`src/uart_console_pkg.sv`:
```
// Shared widths, UART register map and console constants, referenced by scoped name everywhere
package uart_console_pkg;

	// --------------------------------------------------
	// Bus and character widths
	// --------------------------------------------------

	// Byte address on the AXI4-Lite port
	typedef logic [31:0] axi_addr_t;
	// Full data word on the AXI4-Lite port
	typedef logic [31:0] axi_data_t;
	// One serial character
	typedef logic [7:0] uart_byte_t;
	// LED bank on the board
	typedef logic [7:0] led_t;

	// OKAY code on BRESP and RRESP
	localparam logic [1:0] AXI_RESP_OKAY = 2'b00;

	// --------------------------------------------------
	// Hard UART register map
	// --------------------------------------------------

	// UART0 base in the HPS address map
	localparam axi_addr_t UART_BASE_ADDR = 32'hFFC0_2000;
	// RBR on read, THR on write
	localparam axi_addr_t UART_RBR_THR_OFFSET = 32'h0000_0000;
	// Line status register
	localparam axi_addr_t UART_LSR_OFFSET = 32'h0000_0014;

	// LSR bit positions
	localparam int LSR_DR_BIT = 0;
	localparam int LSR_THRE_BIT = 5;

	// --------------------------------------------------
	// Console behaviour
	// --------------------------------------------------

	// Greeting, first character in the top byte
	localparam int HELLO_MSG_LEN = 26;
	localparam logic [8*HELLO_MSG_LEN-1:0] HELLO_MSG = "Hello from the FPGA side\r\n";

	// ASCII '0', start of the LED digit range
	localparam uart_byte_t DIGIT_BASE = 8'h30;

	// Short periods so a simulation run stays small
	localparam int DEBOUNCE_CYCLES = 8;
	localparam int POLL_CYCLES = 64;

endpackage

```
`src/uart_reg_if.sv`:
```
// Single register access channel from the console controller to the AXI4-Lite master
interface uart_reg_if;

	// Access request, held with its payload until done
	logic req;
	// High for a write, low for a read
	logic write;
	// Full byte address of the UART register
	uart_console_pkg::axi_addr_t addr;
	// Character for a write, only the low byte reaches the bus
	uart_console_pkg::uart_byte_t wdata;

	// One cycle pulse when the access has finished
	logic done;
	// Read data, valid while done is high
	uart_console_pkg::axi_data_t rdata;

	// Controller side issues the access
	modport ctrl (
		output req,
		output write,
		output addr,
		output wdata,
		input  done,
		input  rdata
	);

	// Master side runs it on AXI4-Lite
	modport master (
		input  req,
		input  write,
		input  addr,
		input  wdata,
		output done,
		output rdata
	);

endinterface

```
`src/key_debounce.sv`:
```
// Push button conditioner, turns the raw active-low key into a clean pressed level
module key_debounce (
	input  logic pll_0_clock,
	input  logic master_reset,
	input  logic key_n,
	output logic pressed
);

	// Counter wide enough for the debounce window
	typedef logic [$clog2(uart_console_pkg::DEBOUNCE_CYCLES)-1:0] db_cnt_t;

	// Two flops against metastability
	logic [1:0] key_sync;
	// Cycles the new level has held so far
	db_cnt_t stable_cnt;
	// Synchronized key, active high
	logic key_level;

	assign key_level = ~key_sync[1];

	// --------------------------------------------------
	// Synchronizer
	// --------------------------------------------------

	always_ff @(posedge pll_0_clock or posedge master_reset) begin
		if (master_reset) begin
			// Released key reads high
			key_sync <= 2'b11;
		end else begin
			key_sync <= {key_sync[0], key_n};
		end
	end

	// --------------------------------------------------
	// Stability counter
	// --------------------------------------------------

	always_ff @(posedge pll_0_clock or posedge master_reset) begin
		if (master_reset) begin
			stable_cnt <= '0;
			pressed <= 1'b0;
		end else if (key_level == pressed) begin
			// No change pending, restart the window
			stable_cnt <= '0;
		end else if (stable_cnt == db_cnt_t'(uart_console_pkg::DEBOUNCE_CYCLES - 1)) begin
			// Held long enough, accept the new level
			stable_cnt <= '0;
			pressed <= key_level;
		end else begin
			stable_cnt <= stable_cnt + 1'b1;
		end
	end

endmodule

```
`src/axi_lite_master.sv`:
```
// AXI4-Lite master, runs one controller register access at a time as a write or read transaction
module axi_lite_master (
	input  logic                         pll_0_clock,
	input  logic                         master_reset,
	uart_reg_if.master                   reg_bus,
	output uart_console_pkg::axi_addr_t  awaddr,
	output logic [2:0]                   awprot,
	output logic                         awvalid,
	input  logic                         awready,
	output uart_console_pkg::axi_data_t  wdata,
	output logic [3:0]                   wstrb,
	output logic                         wvalid,
	input  logic                         wready,
	input  logic [1:0]                   bresp,
	input  logic                         bvalid,
	output logic                         bready,
	output uart_console_pkg::axi_addr_t  araddr,
	output logic [2:0]                   arprot,
	output logic                         arvalid,
	input  logic                         arready,
	input  uart_console_pkg::axi_data_t  rdata,
	input  logic [1:0]                   rresp,
	input  logic                         rvalid,
	output logic                         rready
);

	typedef enum logic [2:0] {
		M_IDLE,
		M_WR_ADDR_DATA,
		M_WR_RESP,
		M_RD_ADDR,
		M_RD_DATA
	} mst_state_t;

	mst_state_t state;
	// Address of the access in flight, shared by AW and AR
	uart_console_pkg::axi_addr_t addr_q;
	// AW or W has finished its handshake, now or earlier
	logic aw_accepted;
	logic w_accepted;
	// New access, ignoring the req still high during done
	logic start;

	assign start = reg_bus.req && !reg_bus.done;
	assign aw_accepted = !awvalid || awready;
	assign w_accepted = !wvalid || wready;

	assign awaddr = addr_q;
	assign araddr = addr_q;
	// Unprivileged, secure, data access
	assign awprot = 3'b000;
	assign arprot = 3'b000;
	// Byte registers, only lane 0 is written
	assign wstrb = 4'b0001;

	// --------------------------------------------------
	// Transaction FSM
	// --------------------------------------------------

	always_ff @(posedge pll_0_clock or posedge master_reset) begin
		if (master_reset) begin
			state <= M_IDLE;
			awvalid <= 1'b0;
			wvalid <= 1'b0;
			bready <= 1'b0;
			arvalid <= 1'b0;
			rready <= 1'b0;
			reg_bus.done <= 1'b0;
		end else begin
			reg_bus.done <= 1'b0;
			case (state)
				M_IDLE: begin
					if (start && reg_bus.write) begin
						// AW and W go out together
						awvalid <= 1'b1;
						wvalid <= 1'b1;
						state <= M_WR_ADDR_DATA;
					end else if (start) begin
						arvalid <= 1'b1;
						state <= M_RD_ADDR;
					end
				end
				M_WR_ADDR_DATA: begin
					// Each channel drops on its own ready
					if (awready) awvalid <= 1'b0;
					if (wready) wvalid <= 1'b0;
					if (aw_accepted && w_accepted) begin
						bready <= 1'b1;
						state <= M_WR_RESP;
					end
				end
				M_WR_RESP: begin
					if (bvalid) begin
						bready <= 1'b0;
						reg_bus.done <= 1'b1;
						state <= M_IDLE;
					end
				end
				M_RD_ADDR: begin
					if (arready) begin
						arvalid <= 1'b0;
						rready <= 1'b1;
						state <= M_RD_DATA;
					end
				end
				M_RD_DATA: begin
					if (rvalid) begin
						rready <= 1'b0;
						reg_bus.done <= 1'b1;
						state <= M_IDLE;
					end
				end
				default: state <= M_IDLE;
			endcase
		end
	end

	// Payload, latched at start and on the R handshake
	always_ff @(posedge pll_0_clock) begin
		if (state == M_IDLE && start) begin
			addr_q <= reg_bus.addr;
			wdata <= {24'h00_0000, reg_bus.wdata};
		end
		if (state == M_RD_DATA && rvalid) begin
			reg_bus.rdata <= rdata;
		end
	end

endmodule

```
`src/uart_console_ctrl.sv`:
```
// Console FSM for the greeting, receive polling, LED toggling and echo over register accesses
module uart_console_ctrl (
	input  logic                   pll_0_clock,
	input  logic                   master_reset,
	input  logic                   pressed,
	uart_reg_if.ctrl               reg_bus,
	output uart_console_pkg::led_t led
);

	typedef enum logic [3:0] {
		ST_IDLE,
		ST_WAIT_RELEASE,
		ST_TX_STATUS,
		ST_TX_DATA,
		ST_RX_STATUS,
		ST_RX_DATA,
		ST_UPDATE_LED,
		ST_ECHO_STATUS,
		ST_ECHO_DATA
	} ctrl_state_t;

	typedef logic [$clog2(uart_console_pkg::HELLO_MSG_LEN)-1:0] msg_idx_t;
	typedef logic [$clog2(uart_console_pkg::POLL_CYCLES)-1:0] poll_cnt_t;

	ctrl_state_t state;
	// Next greeting character
	msg_idx_t msg_idx;
	// Idle cycles since the last poll
	poll_cnt_t poll_cnt;
	// Last received character
	uart_console_pkg::uart_byte_t rx_byte;
	// Distance from '0', wraps high for bytes below it
	uart_console_pkg::uart_byte_t digit_off;
	uart_console_pkg::uart_byte_t hello_byte;
	logic is_status_read;
	logic is_access;
	// LSR flags, meaningful only on a status read done
	logic thre;
	logic dr;

	assign thre = reg_bus.rdata[uart_console_pkg::LSR_THRE_BIT];
	assign dr = reg_bus.rdata[uart_console_pkg::LSR_DR_BIT];

	// First character sits in the top byte of the string
	assign hello_byte = uart_console_pkg::HELLO_MSG[
		8*(uart_console_pkg::HELLO_MSG_LEN - 1 - int'(msg_idx)) +: 8];
	assign digit_off = rx_byte - uart_console_pkg::DIGIT_BASE;

	assign is_status_read = state inside {ST_TX_STATUS, ST_RX_STATUS, ST_ECHO_STATUS};
	assign is_access = is_status_read || (state inside {ST_TX_DATA, ST_RX_DATA, ST_ECHO_DATA});

	// --------------------------------------------------
	// Access payload, fixed by the state
	// --------------------------------------------------

	assign reg_bus.write = (state == ST_TX_DATA) || (state == ST_ECHO_DATA);
	assign reg_bus.addr = uart_console_pkg::UART_BASE_ADDR + (is_status_read ?
		uart_console_pkg::UART_LSR_OFFSET : uart_console_pkg::UART_RBR_THR_OFFSET);
	assign reg_bus.wdata = (state == ST_TX_DATA) ? hello_byte : rx_byte;

	// Request low for one cycle after every done
	always_ff @(posedge pll_0_clock or posedge master_reset) begin
		if (master_reset) begin
			reg_bus.req <= 1'b0;
		end else begin
			reg_bus.req <= is_access && !reg_bus.done;
		end
	end

	// --------------------------------------------------
	// Main FSM
	// --------------------------------------------------

	always_ff @(posedge pll_0_clock or posedge master_reset) begin
		if (master_reset) begin
			state <= ST_IDLE;
			msg_idx <= '0;
			poll_cnt <= '0;
			led <= '0;
		end else begin
			case (state)
				ST_IDLE: begin
					// Key wins over the poll timer
					if (pressed) begin
						state <= ST_WAIT_RELEASE;
					end else if (poll_cnt == poll_cnt_t'(uart_console_pkg::POLL_CYCLES - 1)) begin
						poll_cnt <= '0;
						state <= ST_RX_STATUS;
					end else begin
						poll_cnt <= poll_cnt + 1'b1;
					end
				end
				ST_WAIT_RELEASE: begin
					if (!pressed) begin
						msg_idx <= '0;
						state <= ST_TX_STATUS;
					end
				end
				// Greeting, LSR until THRE then one THR write
				ST_TX_STATUS: begin
					if (reg_bus.done && thre) state <= ST_TX_DATA;
				end
				ST_TX_DATA: begin
					if (reg_bus.done) begin
						if (msg_idx == msg_idx_t'(uart_console_pkg::HELLO_MSG_LEN - 1)) begin
							state <= ST_IDLE;
						end else begin
							msg_idx <= msg_idx + 1'b1;
							state <= ST_TX_STATUS;
						end
					end
				end
				// Poll, nothing waiting sends us back
				ST_RX_STATUS: begin
					if (reg_bus.done) state <= dr ? ST_RX_DATA : ST_IDLE;
				end
				ST_RX_DATA: begin
					if (reg_bus.done) state <= ST_UPDATE_LED;
				end
				ST_UPDATE_LED: begin
					// Digits '0' to '7' flip their LED
					if (digit_off <= 8'd7) led[digit_off[2:0]] <= ~led[digit_off[2:0]];
					state <= ST_ECHO_STATUS;
				end
				ST_ECHO_STATUS: begin
					if (reg_bus.done && thre) state <= ST_ECHO_DATA;
				end
				ST_ECHO_DATA: begin
					if (reg_bus.done) state <= ST_IDLE;
				end
				default: state <= ST_IDLE;
			endcase
		end
	end

	// Received character, taken from RBR on done
	always_ff @(posedge pll_0_clock) begin
		if (state == ST_RX_DATA && reg_bus.done) rx_byte <= reg_bus.rdata[7:0];
	end

endmodule

```
`src/uart_console_top.sv`:
```
// Top level of the UART console, key and LEDs in, AXI4-Lite master port out to the hard UART
module uart_console_top (
	input  logic                         pll_0_clock,
	input  logic                         master_reset,
	input  logic                         key_n,
	output uart_console_pkg::led_t       led,
	output uart_console_pkg::axi_addr_t  awaddr,
	output logic [2:0]                   awprot,
	output logic                         awvalid,
	input  logic                         awready,
	output uart_console_pkg::axi_data_t  wdata,
	output logic [3:0]                   wstrb,
	output logic                         wvalid,
	input  logic                         wready,
	input  logic [1:0]                   bresp,
	input  logic                         bvalid,
	output logic                         bready,
	output uart_console_pkg::axi_addr_t  araddr,
	output logic [2:0]                   arprot,
	output logic                         arvalid,
	input  logic                         arready,
	input  uart_console_pkg::axi_data_t  rdata,
	input  logic [1:0]                   rresp,
	input  logic                         rvalid,
	output logic                         rready
);

	// Clean key level
	logic pressed;

	// Controller to master access channel
	uart_reg_if reg_bus ();

	// --------------------------------------------------
	// Key, console FSM, bus master
	// --------------------------------------------------

	key_debounce debounce_inst (
		.pll_0_clock  (pll_0_clock),
		.master_reset (master_reset),
		.key_n        (key_n),
		.pressed      (pressed)
	);

	uart_console_ctrl ctrl_inst (
		.pll_0_clock  (pll_0_clock),
		.master_reset (master_reset),
		.pressed      (pressed),
		.reg_bus      (reg_bus.ctrl),
		.led          (led)
	);

	axi_lite_master axi_master_inst (
		.pll_0_clock  (pll_0_clock),
		.master_reset (master_reset),
		.reg_bus      (reg_bus.master),
		.awaddr       (awaddr),
		.awprot       (awprot),
		.awvalid      (awvalid),
		.awready      (awready),
		.wdata        (wdata),
		.wstrb        (wstrb),
		.wvalid       (wvalid),
		.wready       (wready),
		.bresp        (bresp),
		.bvalid       (bvalid),
		.bready       (bready),
		.araddr       (araddr),
		.arprot       (arprot),
		.arvalid      (arvalid),
		.arready      (arready),
		.rdata        (rdata),
		.rresp        (rresp),
		.rvalid       (rvalid),
		.rready       (rready)
	);

endmodule

```
`config.mk`:
```
export PLATFORM = sky130hd
export DESIGN_NAME = uart_console_top
export DESIGN_NICKNAME = d
export VERILOG_FILES = /design/src/uart_console_pkg.sv /design/src/uart_reg_if.sv /design/src/key_debounce.sv /design/src/axi_lite_master.sv /design/src/uart_console_ctrl.sv /design/src/uart_console_top.sv
export SDC_FILE = /design/constraint.sdc
export NUM_CORES = 1
export LEC_CHECK = 0
export ABC_AREA = 1
export BUFFER_PORTS_ARGS = -buffer_cell sky130_fd_sc_hd__buf_4
export CORE_MARGIN = 5
export CORE_UTILIZATION = 39
export CTS_CLUSTER_DIAMETER = 80
export CTS_CLUSTER_SIZE = 12
export DETAILED_ROUTE_END_ITERATION = 6
export SYNTH_ARGS = -nofsm -noshare
export SYNTH_HDL_FRONTEND = slang
export SYNTH_HIERARCHICAL = 1
export SYNTH_SLANG_ARGS = --single-unit
```
`constraint.sdc`:
```
create_clock -name pll_0_clock -period 4.9 [get_ports pll_0_clock]
set_clock_uncertainty 0.1 [all_clocks]
set_input_delay 0.245 -clock pll_0_clock [delete_from_list [all_inputs] [get_ports pll_0_clock]]
set_output_delay 0.245 -clock pll_0_clock [all_outputs]
set_load 0.02 [all_outputs]
```
Yosys cells after proc, flatten, opt, wreduce, memory -nomap -nowiden --
Cells that the tools add are included.
Operators by class: bitwise gates (word level) 4, $lt $le $gt $ge 3, reduce and logical (&&, ||, !) cells 36, muxes and demuxes 51, shift-type cells 1, $add $sub $neg 6, eq/ne operators 35
Operators with widths (number):
- indexed part select 208 x 32 -> 8 bit, first input constant | 1
- 2-to-1 mux 4 bit | 9
- case mux 4 bit (9 select lines) | 1
- adder 32 bit, first input constant | 1
- 2-to-1 mux 3 bit | 9
- 2-to-1 mux 5 bit | 4
- != test 2 bit, second input constant | 10
- equality test 4 x 3 -> 1 bit, second input constant | 4
- case mux 3 bit (5 select lines) | 1
- 2-to-1 mux 1 bit | 14
- != test 2 x 1 -> 1 bit, second input constant | 7
- case mux 1 bit (2 select lines) | 6
- AND reduction 3 bit | 4
- case mux 5 bit (2 select lines) | 1
- nonzero test 2 bit | 5
- logical AND 1 bit | 9
- bitwise mux 8 bit | 1
- equality test 4 x 2 -> 1 bit, second input constant | 2
- <= comparator 8 x 3 -> 1 bit, second input constant | 1
- 2-to-1 mux 8 bit | 1
- AND reduction 4 bit | 2
- AND reduction 8 bit | 1
- subtractor 8 x 6 -> 8 bit, second input constant | 1
- adder 6 x 1 -> 6 bit, second input constant | 1
- 27 further kinds | 40
Storage, ports and cells: register bits after elaboration 95, input port bits 44, output and inout port bits 119, word-level logic and storage cells 155

Logic depth before layout (Yosys ltp) --
Gate-level depths: netlist (run 1).
depth in word-level cells 6, depth in mapped cells 12, gate-level depth less buffers 12

Cells and area by module --
Netlist (run 1), hierarchy kept.
Modules (own cells, without submodules):
- axi_lite_master | instances 1, area an instance 3174.3 sq um, cells each 212, seq. area each 2387.3 sq um
- uart_console_ctrl | instances 1, area an instance 2513.7 sq um, cells each 353, seq. area each 840.8 sq um
- key_debounce | instances 1, area an instance 234.0 sq um, cells each 22, seq. area each 152.6 sq um

Worst setup path after synthesis (run 1) --
No wires, ideal clock.
path kind reg-to-reg, from register axi_master_inst.reg_bus.done, to register axi_master_inst.addr_q[0] (netlist: axi_master_inst/araddr[0]), enable pin, path buffers 0, arrival time 1.520 ns, library setup time 0.394 ns, data required time 4.406 ns, setup slack 2.885 ns, period minus slack after synthesis 2.015 ns, stages on the path, launching flop included 4, cells stage by stage dfrtp_1 nor2_2 nand3_2 inv_1
On the way: longest elaborated chain between the ends 3
Ends and longest elaborated chain:
- from (decl) | RTL line uart_reg_if.sv:34 | output done,
- from (signal assigned) | RTL line axi_lite_master.sv:68 | reg_bus.done <= 1'b0;
- from (signal assigned) | RTL line axi_lite_master.sv:70 | reg_bus.done <= 1'b0;
- from (signal assigned) | RTL line axi_lite_master.sv:95 | reg_bus.done <= 1'b1;
- logical NOT 1 bit | RTL line axi_lite_master.sv:44 | assign start = reg_bus.req && !reg_bus.done;
- logical AND 1 bit | RTL line axi_lite_master.sv:44
- logical AND 1 bit | RTL line axi_lite_master.sv:120 | if (state == M_IDLE && start) begin
- to (signal assigned) | RTL line axi_lite_master.sv:121 | addr_q <= reg_bus.addr;
- to (decl) | RTL line axi_lite_master.sv:37 | uart_console_pkg::axi_addr_t addr_q;
No other way between the ends. A chain may end at the register's enable or synchronous reset.

Final worst setup path (run 1) --
from register ctrl_inst.msg_idx[1], to register axi_master_inst.wdata[0], data pin
On the way: longest elaborated chain between the ends 3
Ends and longest elaborated chain:
- from (decl) | RTL line uart_console_ctrl.sv:27 | msg_idx_t msg_idx;
- from (signal assigned) | RTL line uart_console_ctrl.sv:108 | msg_idx <= msg_idx + 1'b1;
- subtractor 5 x 5 -> 6 bit | RTL line uart_console_ctrl.sv:46 | 8*(uart_console_pkg::HELLO_MSG_LEN - 1 - int'(msg_idx)) +: 8];
- indexed part select 208 x 32 -> 8 bit | RTL line uart_console_ctrl.sv:45 | assign hello_byte = uart_console_pkg::HELLO_MSG[
- 2-to-1 mux 8 bit | RTL line uart_console_ctrl.sv:59 | assign reg_bus.wdata = (state == ST_TX_DATA) ? hello_byte : rx_byte;
- via reg_bus.wdata[0] | RTL line uart_reg_if.sv:11 | uart_console_pkg::uart_byte_t wdata;
- to (signal assigned) | RTL line axi_lite_master.sv:122 | wdata <= {24'h00_0000, reg_bus.wdata};
- to (decl) | RTL line axi_lite_master.sv:10 | output uart_console_pkg::axi_data_t wdata,
The timed path passes the listed nets, and every way through them passes these cells.

==> impl_summary.md, run 1 <==
Run status
The run finished with clean final reports.

Power and ir drop
The highest ir drop seen on vdd is ~0.23 mV. In this run the power density over the cells is approximately 510 nW/um2. The sum of internal, switching and leakage power is roughly 3000 uW. For this design the static power due to leakage is 0.00286 uW.

Floorplanning
The die width is roughly 130 um. The die covers between 15000 and 20000 um2. Measured along the y axis, the die boundary spans 125 um. The number of top-level pins is around 160. The core area is roughly 13000 um2. The initialized floorplan defines 42 standard-cell rows. The initial utilization of the core area, before any placement, comes to 0.396.

Global routing
Entering global routing, the biggest net connects 41 pins. The overall global routing resource usage is 0.123. The first-pass GRT wire length is 15900 um. The initial antenna violation count was 0. For this run the aggregate overflow at the end of global routing stands at 0.

The number of global-route vias before repair came to ~3400.

Place
Prior to clock tree synthesis, the placed netlist has a worst setup slack of 2.60 ns. The placer's final routability congestion estimate is roughly 0.89. Counting tap cells, the placed design contains a total of ~800 instances. The count of input and output buffers is 100.

The HPWL reported at the end of detailed placement is roughly 7200 um.

Worst setup path
For the worst setup path, the data required time is 4.89 ns. Grouping stages by cell kind, the critical path spends the most delay in flip-flops. The critical path start-end classification is register to register. The type of element capturing the critical path is a register. The worst endpoint data arrival time is around 2.4 ns. The biggest fanout along the worst timing path is 10. The slowest cell on the critical path is sky130_fd_sc_hd__dfrtp_1. The worst setup path is launched from a register. The delay of the slowest critical-path stage is ~0.56 ns.

The count of buffer and inverter cells on the critical path is 2. Walking the worst path, the cells encountered are inv_2 -> ha_1 -> clkinv_1 -> nand3_1 -> nor2_1 -> nand3_1 -> nand2_1 -> nor2_1 -> a21oi_1.

STA
The final count of hold timing violations is 0. The accumulated negative setup slack is 0 ns. The max-slew headroom at the worst pin is 0.382.

The clock period minus final worst setup slack is about 2.4 ns. The final number of max-transition violations was 0. In the finished design, the share of the clock period the worst path needs comes to 0.483.

The upper clock frequency limit is around 420 MHz. The transition time at the pin with the least slew margin is between 0.9 and 1 ns. Setup violations remaining at the end of the flow were counted as 0. Setup repair after global routing left no endpoint under its margin. The worst path setup slack after routing is around 2.5 ns.

Layout
After the last flow step, the layout net total stands at between 600 and 700. The number of diodes added for antenna fixing is 0. The fraction of final layout cells with drive strength greater than 1 is 0.246. The area growth from synthesis to final layout is 16.9%. The number of cells in the finished layout apart from fillers is around 830.

Detailed routing
The first routing iteration left between 300 and 400 violations. The post-detailed-route via-to-cell ratio is 4.41. For this run, the detailed router's first-pass iteration total came to 5. The routed wire length is 9720 um. The routed via count is ~3600. In the final routed layout, each cell accounts on average for about 12 um. In the routed design, unresolved DRC markers number 0.

The count of nets left with antenna violations after detail routing is 0.

Logic synthesis
Synthesis produced a netlist whose cell count is approximately 560. Yosys printed 6 warnings. Each instance of the synthesized netlist takes up on average 9.24 um2. The area of the mapped netlist is around 5200 um2.

Clock tree
The TritonCTS clock tree is built. The clock transition time at the flip-flop clock pins of the worst setup and hold paths is 0.06 ns. The number of clock buffers added by TritonCTS is 9. Gates resized during post-CTS repair numbered 0. The clock drives 95 sinks. The H-tree generated during clock tree synthesis spans 3 levels. The root buffer cell chosen for the clock tree is sky130_fd_sc_hd__clkbuf_16. At the later pin of the worst-skew pair, clock insertion delay measures between 0.3 and 0.4 ns. The number of buffers between clock root and the deepest sink is 2.

Worst hold path
The class of the tightest hold or removal check is input port to register.

Flow run
The max-capacitance violation count is 0.
==> flip-flops by register name, summed over array words and instances, names as in the netlist, 2 cells and up <==
| signal | count |
|---|---|
| ctrl_inst/poll_cnt | 6 |
| axi_master_inst/state | 3 |
| axi_master_inst/reg_bus.rdata | 8 |
| ctrl_inst/state | 4 |
| axi_master_inst/wdata | 8 |
| ctrl_inst/rx_byte | 8 |
| ctrl_inst/led | 8 |
| debounce_inst/stable_cnt | 3 |
| debounce_inst/key_sync | 2 |
| axi_master_inst/araddr | 32 |
| ctrl_inst/msg_idx | 5 |
==> cells in the final DEF (no fill, tap or decap), types with 5 or more instances in the layout <==
| cell type | count |
|---|---|
| sky130_fd_sc_hd__nor3_1 | 11 |
| sky130_fd_sc_hd__nor2_1 | 69 |
| sky130_fd_sc_hd__dlygate4sd3_1 | 11 |
| sky130_fd_sc_hd__conb_1 | 64 |
| sky130_fd_sc_hd__clkbuf_16 | 10 |
| sky130_fd_sc_hd__inv_1 | 49 |
| sky130_fd_sc_hd__dfrtp_1 | 37 |
| sky130_fd_sc_hd__o21ai_1 | 12 |
| sky130_fd_sc_hd__a21oi_1 | 13 |
| sky130_fd_sc_hd__buf_4 | 101 |
| sky130_fd_sc_hd__o21ai_2 | 6 |
| sky130_fd_sc_hd__a31oi_1 | 5 |
| sky130_fd_sc_hd__ha_1 | 6 |
| sky130_fd_sc_hd__o21ai_0 | 9 |
| sky130_fd_sc_hd__nand2_1 | 102 |
| sky130_fd_sc_hd__nor2_2 | 8 |
| sky130_fd_sc_hd__nand3_1 | 27 |
| sky130_fd_sc_hd__edfxtp_1 | 56 |
==> metal layers <==
layer | global-route usage | routed length (um) | vias up
li1 | - | - | 1827
met4 | 0.0587 | 222 | 0
met1 | 0.161 | 4300 | 1656
met3 | 0.0375 | 884 | 14
met5 | 0 | 0 | -
met2 | 0.185 | 4310 | 148
==> stage by stage <==
| stage | hold WS, ns | util | instance area (um2) |
|---|---|---|---|
| 2_1_floorplan | -0.0655 | - | 5430 |
| 3_3_place_gp | 0.0910 | 0.430 | 5660 |
| 3_5_place_dp | 0.0920 | 0.430 | 5660 |
| 4_1_cts | 0.0485 | 0.463 | 6080 |
| 5_1_grt | 0.0623 | 0.463 | 6080 |
| 6_report | 0.0654 | 0.463 | 6080 |
==> worst register-to-register path, stage by stage, from the launching register on <==
cell and delay, ns:
sky130_fd_sc_hd__dfrtp_1 0.56, sky130_fd_sc_hd__inv_2 0.17, sky130_fd_sc_hd__ha_1 0.46, sky130_fd_sc_hd__clkinv_1 0.29, sky130_fd_sc_hd__nand3_1 0.19, sky130_fd_sc_hd__nor2_1 0.06
sky130_fd_sc_hd__nand3_1 0.07, sky130_fd_sc_hd__nand2_1 0.07, sky130_fd_sc_hd__nor2_1 0.09, sky130_fd_sc_hd__a21oi_1 0.07
==> timing repair <==
item                                   CTS  global route
hold buffers                            11             0
buffers inserted                         0             0
endpoints found under the hold margin   25             0
==> area by class of cell <==
cell class	instances	area, um2
Fill cell	1264	7060
Sequential cell	95	2660
Multi-Input combinational cell	370	1800
Timing Repair Buffer	112	868
Clock buffer	13	292
Tap cell	176	220
Inverter	57	218
Clock inverter	3	21.3
==> worst paths after layout <==
kind | slack (ns) | cells after the start | to | from
min in group asynchronous | 0.29 | 3 | debounce_inst/pressed | master_reset
worst max register to register | 2.53 | 9 | axi_master_inst/wdata[0] | ctrl_inst/msg_idx[1]
worst min register to register | 0.26 | 0 | debounce_inst/key_sync[1] | debounce_inst/key_sync[0]
worst min-delay path | 0.07 | 4 | axi_master_inst/awvalid | awready
worst max-delay path | 2.53 | 9 | axi_master_inst/wdata[0] | ctrl_inst/msg_idx[1]
max in group asynchronous | 3.54 | 3 | ctrl_inst/led[6] | master_reset
==> where the power goes <==
part | total, uW | internal, uW | switching (uW) | leakage, uW
clock | 711 | 418 | 293 | 0.000155
sequential | 1210 | 1070 | 142 | 0.00101
combinational | 1150 | 412 | 736 | 0.00169
(Power assumes the default switching activity.)
==> inputs of run 2 (changes only) <==
clock period = 2.3 ns   (was 4.9 ns; I/O delays follow)
==> run 2 against run 1 <==
Effect of this change: clock power is 120% higher; non-clock buffer count is 9 higher; total power is 120% higher; critical path depth is 1 higher; sequential power is 110% higher; register-to-register slack worse by 2.2 ns; worst setup slack worse by 2.2 ns; critical endpoint is now axi_master_inst/wdata[5].
==> impl_summary.md, run 2 (synthesis gave the netlist of run 1 again) <==
Run status
The flow ran to the end, and the final reports show no timing, DRC or antenna violations.

Place
During placement, the flow inserted port buffers numbering 100. The placer's final routability congestion estimate is 0.895. Summed over all nets, the half-perimeter wirelength after detailed placement is between 7000 and 8000 um. The standard cell area after detailed placement is about 5700 um2.

Global routing
After global routing the overflow that remains totals 0. The overall global routing resource usage is 0.126. The pin count of the biggest net entering global routing is slightly above 40. The number of global-route vias before repair is between 3000 and 4000. The initial antenna violation count came to 0. The first global-routing pass estimated around 16000 um of wire.

Power and ir drop
In this run the static leakage power is slightly below 0.003 uW. The highest ir drop seen on vdd is roughly 0.64 mV. The power density over the cells is about 1100 nW/um2. The part of the power in combinational logic is 0.374. The share of total power dissipated in the clock network is 0.238.

The share of total power in sequential cells is 0.388. The internal cell power is between 4000 and 5000 uW. In this run the power spent charging and discharging nets is 2520 uW. The fraction of power spent switching nets is 0.377.

Worst setup path
The worst setup path is launched from a register. The internal reg-to-reg setup slack is about 0.35 ns. For the worst setup path, the data arrival time is between 1.5 and 2 ns. The most critical setup path has its endpoint at axi_master_inst/wdata[5].

The launching point of the worst reg2reg path is ctrl_inst/msg_idx[2]. For the worst setup path, the data required time is between 2 and 2.5 ns. The critical path start-end classification is register to register.

The endpoint of the worst register-to-register path is axi_master_inst/wdata[5]. Of all nets on the critical path, the largest fanout is 8. The type of element capturing the critical path is a register. The most critical setup path has its startpoint at ctrl_inst/msg_idx[2]. The worst register-to-register path has a depth of 10.

Layout
The leading cell type in the layout, fill and taps excluded is sky130_fd_sc_hd__buf_4. The register with the most flip-flops in the layout has 32 of them. The number of diodes added for antenna fixing is 0. In the final layout, the share of cells above drive strength 1 is 0.249. Summing all non-filler instances in the final layout gives an area of between 6000 and 7000 um2. After the last flow step, the layout net total stands at 704.

The area growth from synthesis to layout is 18.6%. The library cells used most frequently in the layout, excluding fill and tap cells, are sky130_fd_sc_hd__buf_4, sky130_fd_sc_hd__nand2_1, sky130_fd_sc_hd__nor2_1. Fill cells in the final layout number about 1300.

Detailed routing
The first routing iteration left between 200 and 250 violations. The count of nets left with antenna violations after detail routing is 0. The routed length per placed instance is 11.7 um. The iteration count of the initial detailed-routing pass is 5. The routed via count is 3671. The number of design rule violations left after detail routing is 0.

Wires add up to 9790 um. Using the TritonRoute via totals, the vias-per-cell ratio works out to around 4.4.

STA
The transition time at the pin with the least slew margin is 0.501 ns. Dividing the final minimum period by the clock period gives 0.850. The final count of negative-setup-slack endpoints is 0. The final number of max-transition violations was 0. Setup repair after global routing left no endpoint under its margin. Setup total negative slack on the finished layout was measured at 0 ns. The max-slew headroom at the worst pin is 0.666. The tightest hold path in the finished design has a slack of 0.0277 ns. The clock period minus final worst setup slack is 1.95 ns. The final count of hold timing violations is 0. Based on the critical path, the design can be clocked at up to about 510 MHz.

Floorplanning
The die footprint is about 16000 um2. The die width is around 130 um. The core area is 13100 um2. The y dimension of the die is 125 um. The initial standard-cell utilization of the core is 0.396.

The row count is 42. The number of top-level pins is ~160.

Worst hold path
The class of the tightest hold or removal check is input port to register.

Clock tree
The longest clock path from root to sink contains 2 buffers. The TritonCTS clock tree is built. The clock transition time at the flip-flop clock pins of the worst setup and hold paths is 0.07 ns. Once the clock tree was built, the setup fixing pass inserted 0 buffers. The clock tree root buffer cell is sky130_fd_sc_hd__clkbuf_16. TritonCTS created 9 clock buffers. In this run the number of H-tree levels came out at 3. The post-CTS resize count is 0. The clock latency on the worst-skew pair is approximately 0.34 ns. The clock sink count is 95.

Flow run
Max-cap violations in this run came to 0.
[run 2: changes by cell type in the layout (fill, tap and decap cells not counted), sizes merged]
cell / change
bufinv: +2
inv: +1
clkinvlp: +1
buf: +5
clkbuf: -2
clkinv: -2
dlygate4sd3: +4
[run 2: what timing repair did]
| item | CTS | global route |
|---|---|---|
| hold buffers | 15 | 0 |
| setup endpoints to repair | 0 | 0 |
| hold endpoints to repair | 52 | 0 |
[run 2: per-layer routing]
layer  vias up  wire length [um]  global-route usage
li1       1845                 -                   -
met1      1659              4300               0.166
met2       152              4350               0.190
met3        15               942              0.0448
met4         0               202              0.0504
met5         -                 0                   0
[run 2: area by class of cell]
| type | count | area, um2 | share of cell area |
|---|---|---|---|
| well taps | 176 | 220 | 0.0357 |
| multi-input cells | 370 | 1800 | 0.292 |
| clock inverters | 5 | 82.6 | 0.0134 |
| clock buffers | 11 | 233 | 0.0377 |
| repair buffers | 121 | 958 | 0.155 |
| flip-flops and latches | 95 | 2660 | 0.431 |
| inverters | 57 | 218 | 0.0353 |
[run 2: how the worst min path moves through the flow]
stage / from / end / slack [ns] / cells past startpoint
after detailed placement: master_reset / debounce_inst/pressed / -0.03 / 2
after CTS: arready / axi_master_inst/state[0] / 0.02 / 4
after global routing: arready / axi_master_inst/state[0] / 0.03 / 4
final: arready / axi_master_inst/state[0] / 0.03 / 4
after global placement: master_reset / debounce_inst/pressed / -0.04 / 2
after floorplan: master_reset / debounce_inst/pressed / -0.20 / 1
[run 2: power groups by stage]
| stage | logic (uW) | registers (uW) | clock network [uW] |
|---|---|---|---|
| after floorplan | 1700 | 2810 | 0 |
| after global placement | 2440 | 2600 | 0 |
| after detailed placement | 2480 | 2620 | 0 |
| after CTS | 2510 | 2590 | 1650 |
| after global routing | 2750 | 2650 | 1720 |
| final | 2500 | 2590 | 1580 |
[run 2: critical path: stages (launching register included)]
cell	delay, ns
sky130_fd_sc_hd__dfrtp_1	0.44
sky130_fd_sc_hd__inv_1	0.07
sky130_fd_sc_hd__ha_1	0.22
sky130_fd_sc_hd__nand2_1	0.12
sky130_fd_sc_hd__clkinv_1	0.10
sky130_fd_sc_hd__nor2_2	0.27
sky130_fd_sc_hd__o21ai_1	0.12
sky130_fd_sc_hd__o21ai_1	0.13
sky130_fd_sc_hd__inv_1	0.05
sky130_fd_sc_hd__nand2_1	0.05
sky130_fd_sc_hd__nand2_1	0.04
[run 2: metrics by stage]
stage                     worst slack, ns  total power, uW  std cells  utilization
after global routing                0.101             7120        835        0.470
after global placement              0.386             5050        804        0.434
after detailed placement            0.375             5110        804        0.434
after CTS                           0.354             6750        835        0.470
after floorplan                     0.285             4510        623            -
final                               0.345             6670        835        0.470
==> inputs of run 3 (changes only) <==
clock period = 2 ns   (was 2.3 ns; I/O delays follow)
==> run 3 against run 2 <==
Effect of this change: first-iteration DRC count grew 44%; sequential share of layout area grew 0.11 points; flip-flop and latch count is the same; worst hold slack gained 0.020 ns; register-to-register slack lost 0.20 ns; largest power group unchanged; critical path depth shrank 1; final cell count grew 0.12%.
==> impl_summary.md, run 3 (synthesis gave the netlist of run 1 again) <==
Worst setup path
The capture point of the worst path is axi_master_inst/wdata[2]. The endpoint required time on the critical path is approximately 2.0 ns. Tracing the worst setup path back leads to its startpoint at ctrl_inst/msg_idx[1]. The type of element capturing the critical path is a register.

The startpoint identified for the worst register-to-register timing path is ctrl_inst/msg_idx[1]. In this run the register-to-register setup slack is about 0.14 ns. Measured in cells, the most critical reg-to-reg path has a length of 9.

The critical path in this run is classified as register to register. The biggest fanout along the worst timing path is 10. For the worst setup path, the data arrival time is 1.85 ns.

The worst setup path is launched from a register. In this run the critical register-to-register path is captured at axi_master_inst/wdata[2].

Run status
The flow ran to the end, and the final reports show no timing, DRC or antenna violations.

Layout
Compared with the post-synthesis result, the final layout area differs by 18.4%. The leading cell type in the layout, fill and taps excluded is sky130_fd_sc_hd__buf_4. Counting the fill cells in the layout gives between 1000 and 1500.

The final core utilization is 0.469. The fraction of final layout cells with drive strength greater than 1 is 0.253. The number of diodes added for antenna fixing is 0. The number of nets in the layout is 705. The flip-flop count of the largest register, all copies and words added is 32. In the layout the commonest cells are sky130_fd_sc_hd__buf_4, sky130_fd_sc_hd__nand2_1, sky130_fd_sc_hd__nor2_1.

Detailed routing
The routed via count is around 3800. The routed length per placed instance is ~12 um. For this block, the initial DRC count from the detailed router was 346. In the routed design, unresolved DRC markers number 0. The count of nets left with antenna violations after detail routing is 0. The pre-antenna-repair detailed-routing pass consisted of 6 iterations. The routed wire length is between 9000 and 10000 um. The post-detailed-route via-to-cell ratio is around 4.5.

Flow run
Max-cap violations in this run came to 0.

Global routing
The first-pass GRT wire length is 16300 um. The sum of overflow across all layers after global routing is 0. The number of global-route vias before repair is ~3500. Entering global routing, the biggest net connects 41 pins. The initial antenna violation count is 0. In the global route stage, overall resource usage came out at 0.126.

Power and ir drop
The analysis attributes to net switching a power of approximately 2900 uW. The internal cell power is 4600 uW. The share of total power in sequential cells is 0.396. The part of the power in combinational logic is 0.390. Across the VDD grid, the largest voltage drop is approximately 0.7 mV. The portion of total power attributed to the clock network is 0.214. The power density over the cells is between 1000 and 1500 nW/um2.

Of the total power, the share spent switching nets is 0.384. The leakage dissipation is about 0.0029 uW.

STA
Setup repair after global routing left no endpoint under its margin. The final count of negative-setup-slack endpoints is 0. Hold is met by ~0.048 ns. The final count of hold timing violations came to 0. The accumulated negative setup slack is 0 ns.

The final critical-path share of the clock period is 0.929. The worst path needs roughly 1.9 ns of the cycle, external delays included. The upper clock frequency limit is 538 MHz. The final number of max-transition violations is 0.

Floorplanning
The floorplan step set the die height to 125 um. The floorplan step set the die width to 125 um. The number of top-level pins is roughly 160. The core area is 13100 um2.

For this configuration, the core starts out at a cell density of 0.396. The die footprint is approximately 16000 um2. After floorplanning, the core was divided into 42 placement rows.

Clock tree
The total number of H-tree levels is 3. Clock-pin slew was measured on the worst setup and hold paths at 0.06 ns. The clock tree root buffer cell is sky130_fd_sc_hd__clkbuf_16. The TritonCTS clock tree is built. The clock sink count is between 90 and 100. The clock passes through at most 2 buffers.

The number of CTS-inserted buffers is 9. For the worst-skew pair, the clock arrives at the later sink with an insertion delay of between 0.3 and 0.4 ns.

Place
The wire-length estimate of the detail-placed layout is roughly 7300 um. The count of input and output buffers is 100. At the end of routability-driven placement, the weighted congestion stood at 0.884.

Worst hold path
The class of the tightest hold or removal check is input port to register.
## run 3: per-stage QoR
stage               total power (uW)  std cells  instance area [um2]  worst slack, ns
CTS                             7560        836                 6140            0.124
global placement                5820        806                 5720            0.196
global route                    7990        836                 6160          0.00893
detailed placement              5900        806                 5720            0.144
floorplan                       5190        623                 5430           0.0494
finish                          7470        836                 6160            0.142
## run 3: worst max-delay path, stage by stage (launching register included)
cell	delay [ns]
sky130_fd_sc_hd__dfrtp_1	0.36
sky130_fd_sc_hd__inv_2	0.04
sky130_fd_sc_hd__ha_1	0.29
sky130_fd_sc_hd__clkinv_1	0.25
sky130_fd_sc_hd__nand3_1	0.21
sky130_fd_sc_hd__nor2_1	0.05
sky130_fd_sc_hd__nand3_1	0.07
sky130_fd_sc_hd__nand2_1	0.07
sky130_fd_sc_hd__nor2_1	0.12
sky130_fd_sc_hd__nor2_1	0.05
## run 3: worst min-delay path by stage
stage / end / slack (ns) / cells past startpoint / startpoint
after floorplan: debounce_inst/pressed / -0.21 / 1 / master_reset
after global placement: debounce_inst/pressed / -0.06 / 2 / master_reset
after detailed placement: debounce_inst/stable_cnt[1] / -0.05 / 2 / master_reset
after CTS: axi_master_inst/state[0] / 0.02 / 4 / arready
after global routing: axi_master_inst/state[0] / 0.1 / 4 / arready
final: axi_master_inst/state[0] / 0.05 / 4 / arready
## run 3: layout make-up
class | instances | area (um2) | area share
flip-flops and latches | 95 | 2660 | 0.432
multi-input cells | 370 | 1810 | 0.294
repair buffers | 122 | 963 | 0.157
clock buffers | 13 | 262 | 0.0425
inverters | 57 | 221 | 0.0360
well taps | 176 | 220 | 0.0358
clock inverters | 3 | 17.5 | 0.00285
## run 3: routing by layer
metal / track usage / vias to the layer above / share of wire / wire length, um
li1: - / 1850 / - / -
met2: 0.195 / 175 / 0.45 / 4410
met1: 0.162 / 1711 / 0.42 / 4100
met3: 0.0392 / 26 / 0.099 / 964
met4: 0.0587 / 0 / 0.029 / 285
met5: 0 / - / 0 / 0
## run 3: power by group through the flow
| stage | Sequential, uW | Clock (uW) | Combinational [uW] |
|---|---|---|---|
| 2_1_floorplan | 3230 | 0 | 1960 |
| 3_3_place_gp | 2980 | 0 | 2850 |
| 3_5_place_dp | 3000 | 0 | 2900 |
| 4_1_cts | 2960 | 1670 | 2930 |
| 5_1_grt | 3020 | 1750 | 3210 |
| 6_report | 2960 | 1600 | 2910 |
## run 3: timing repair
action,CTS,global route
buffers inserted,0,0
endpoints found under the hold margin,52,0
hold buffers,14,0
resized for setup,0,3
endpoints found under the setup margin,0,5
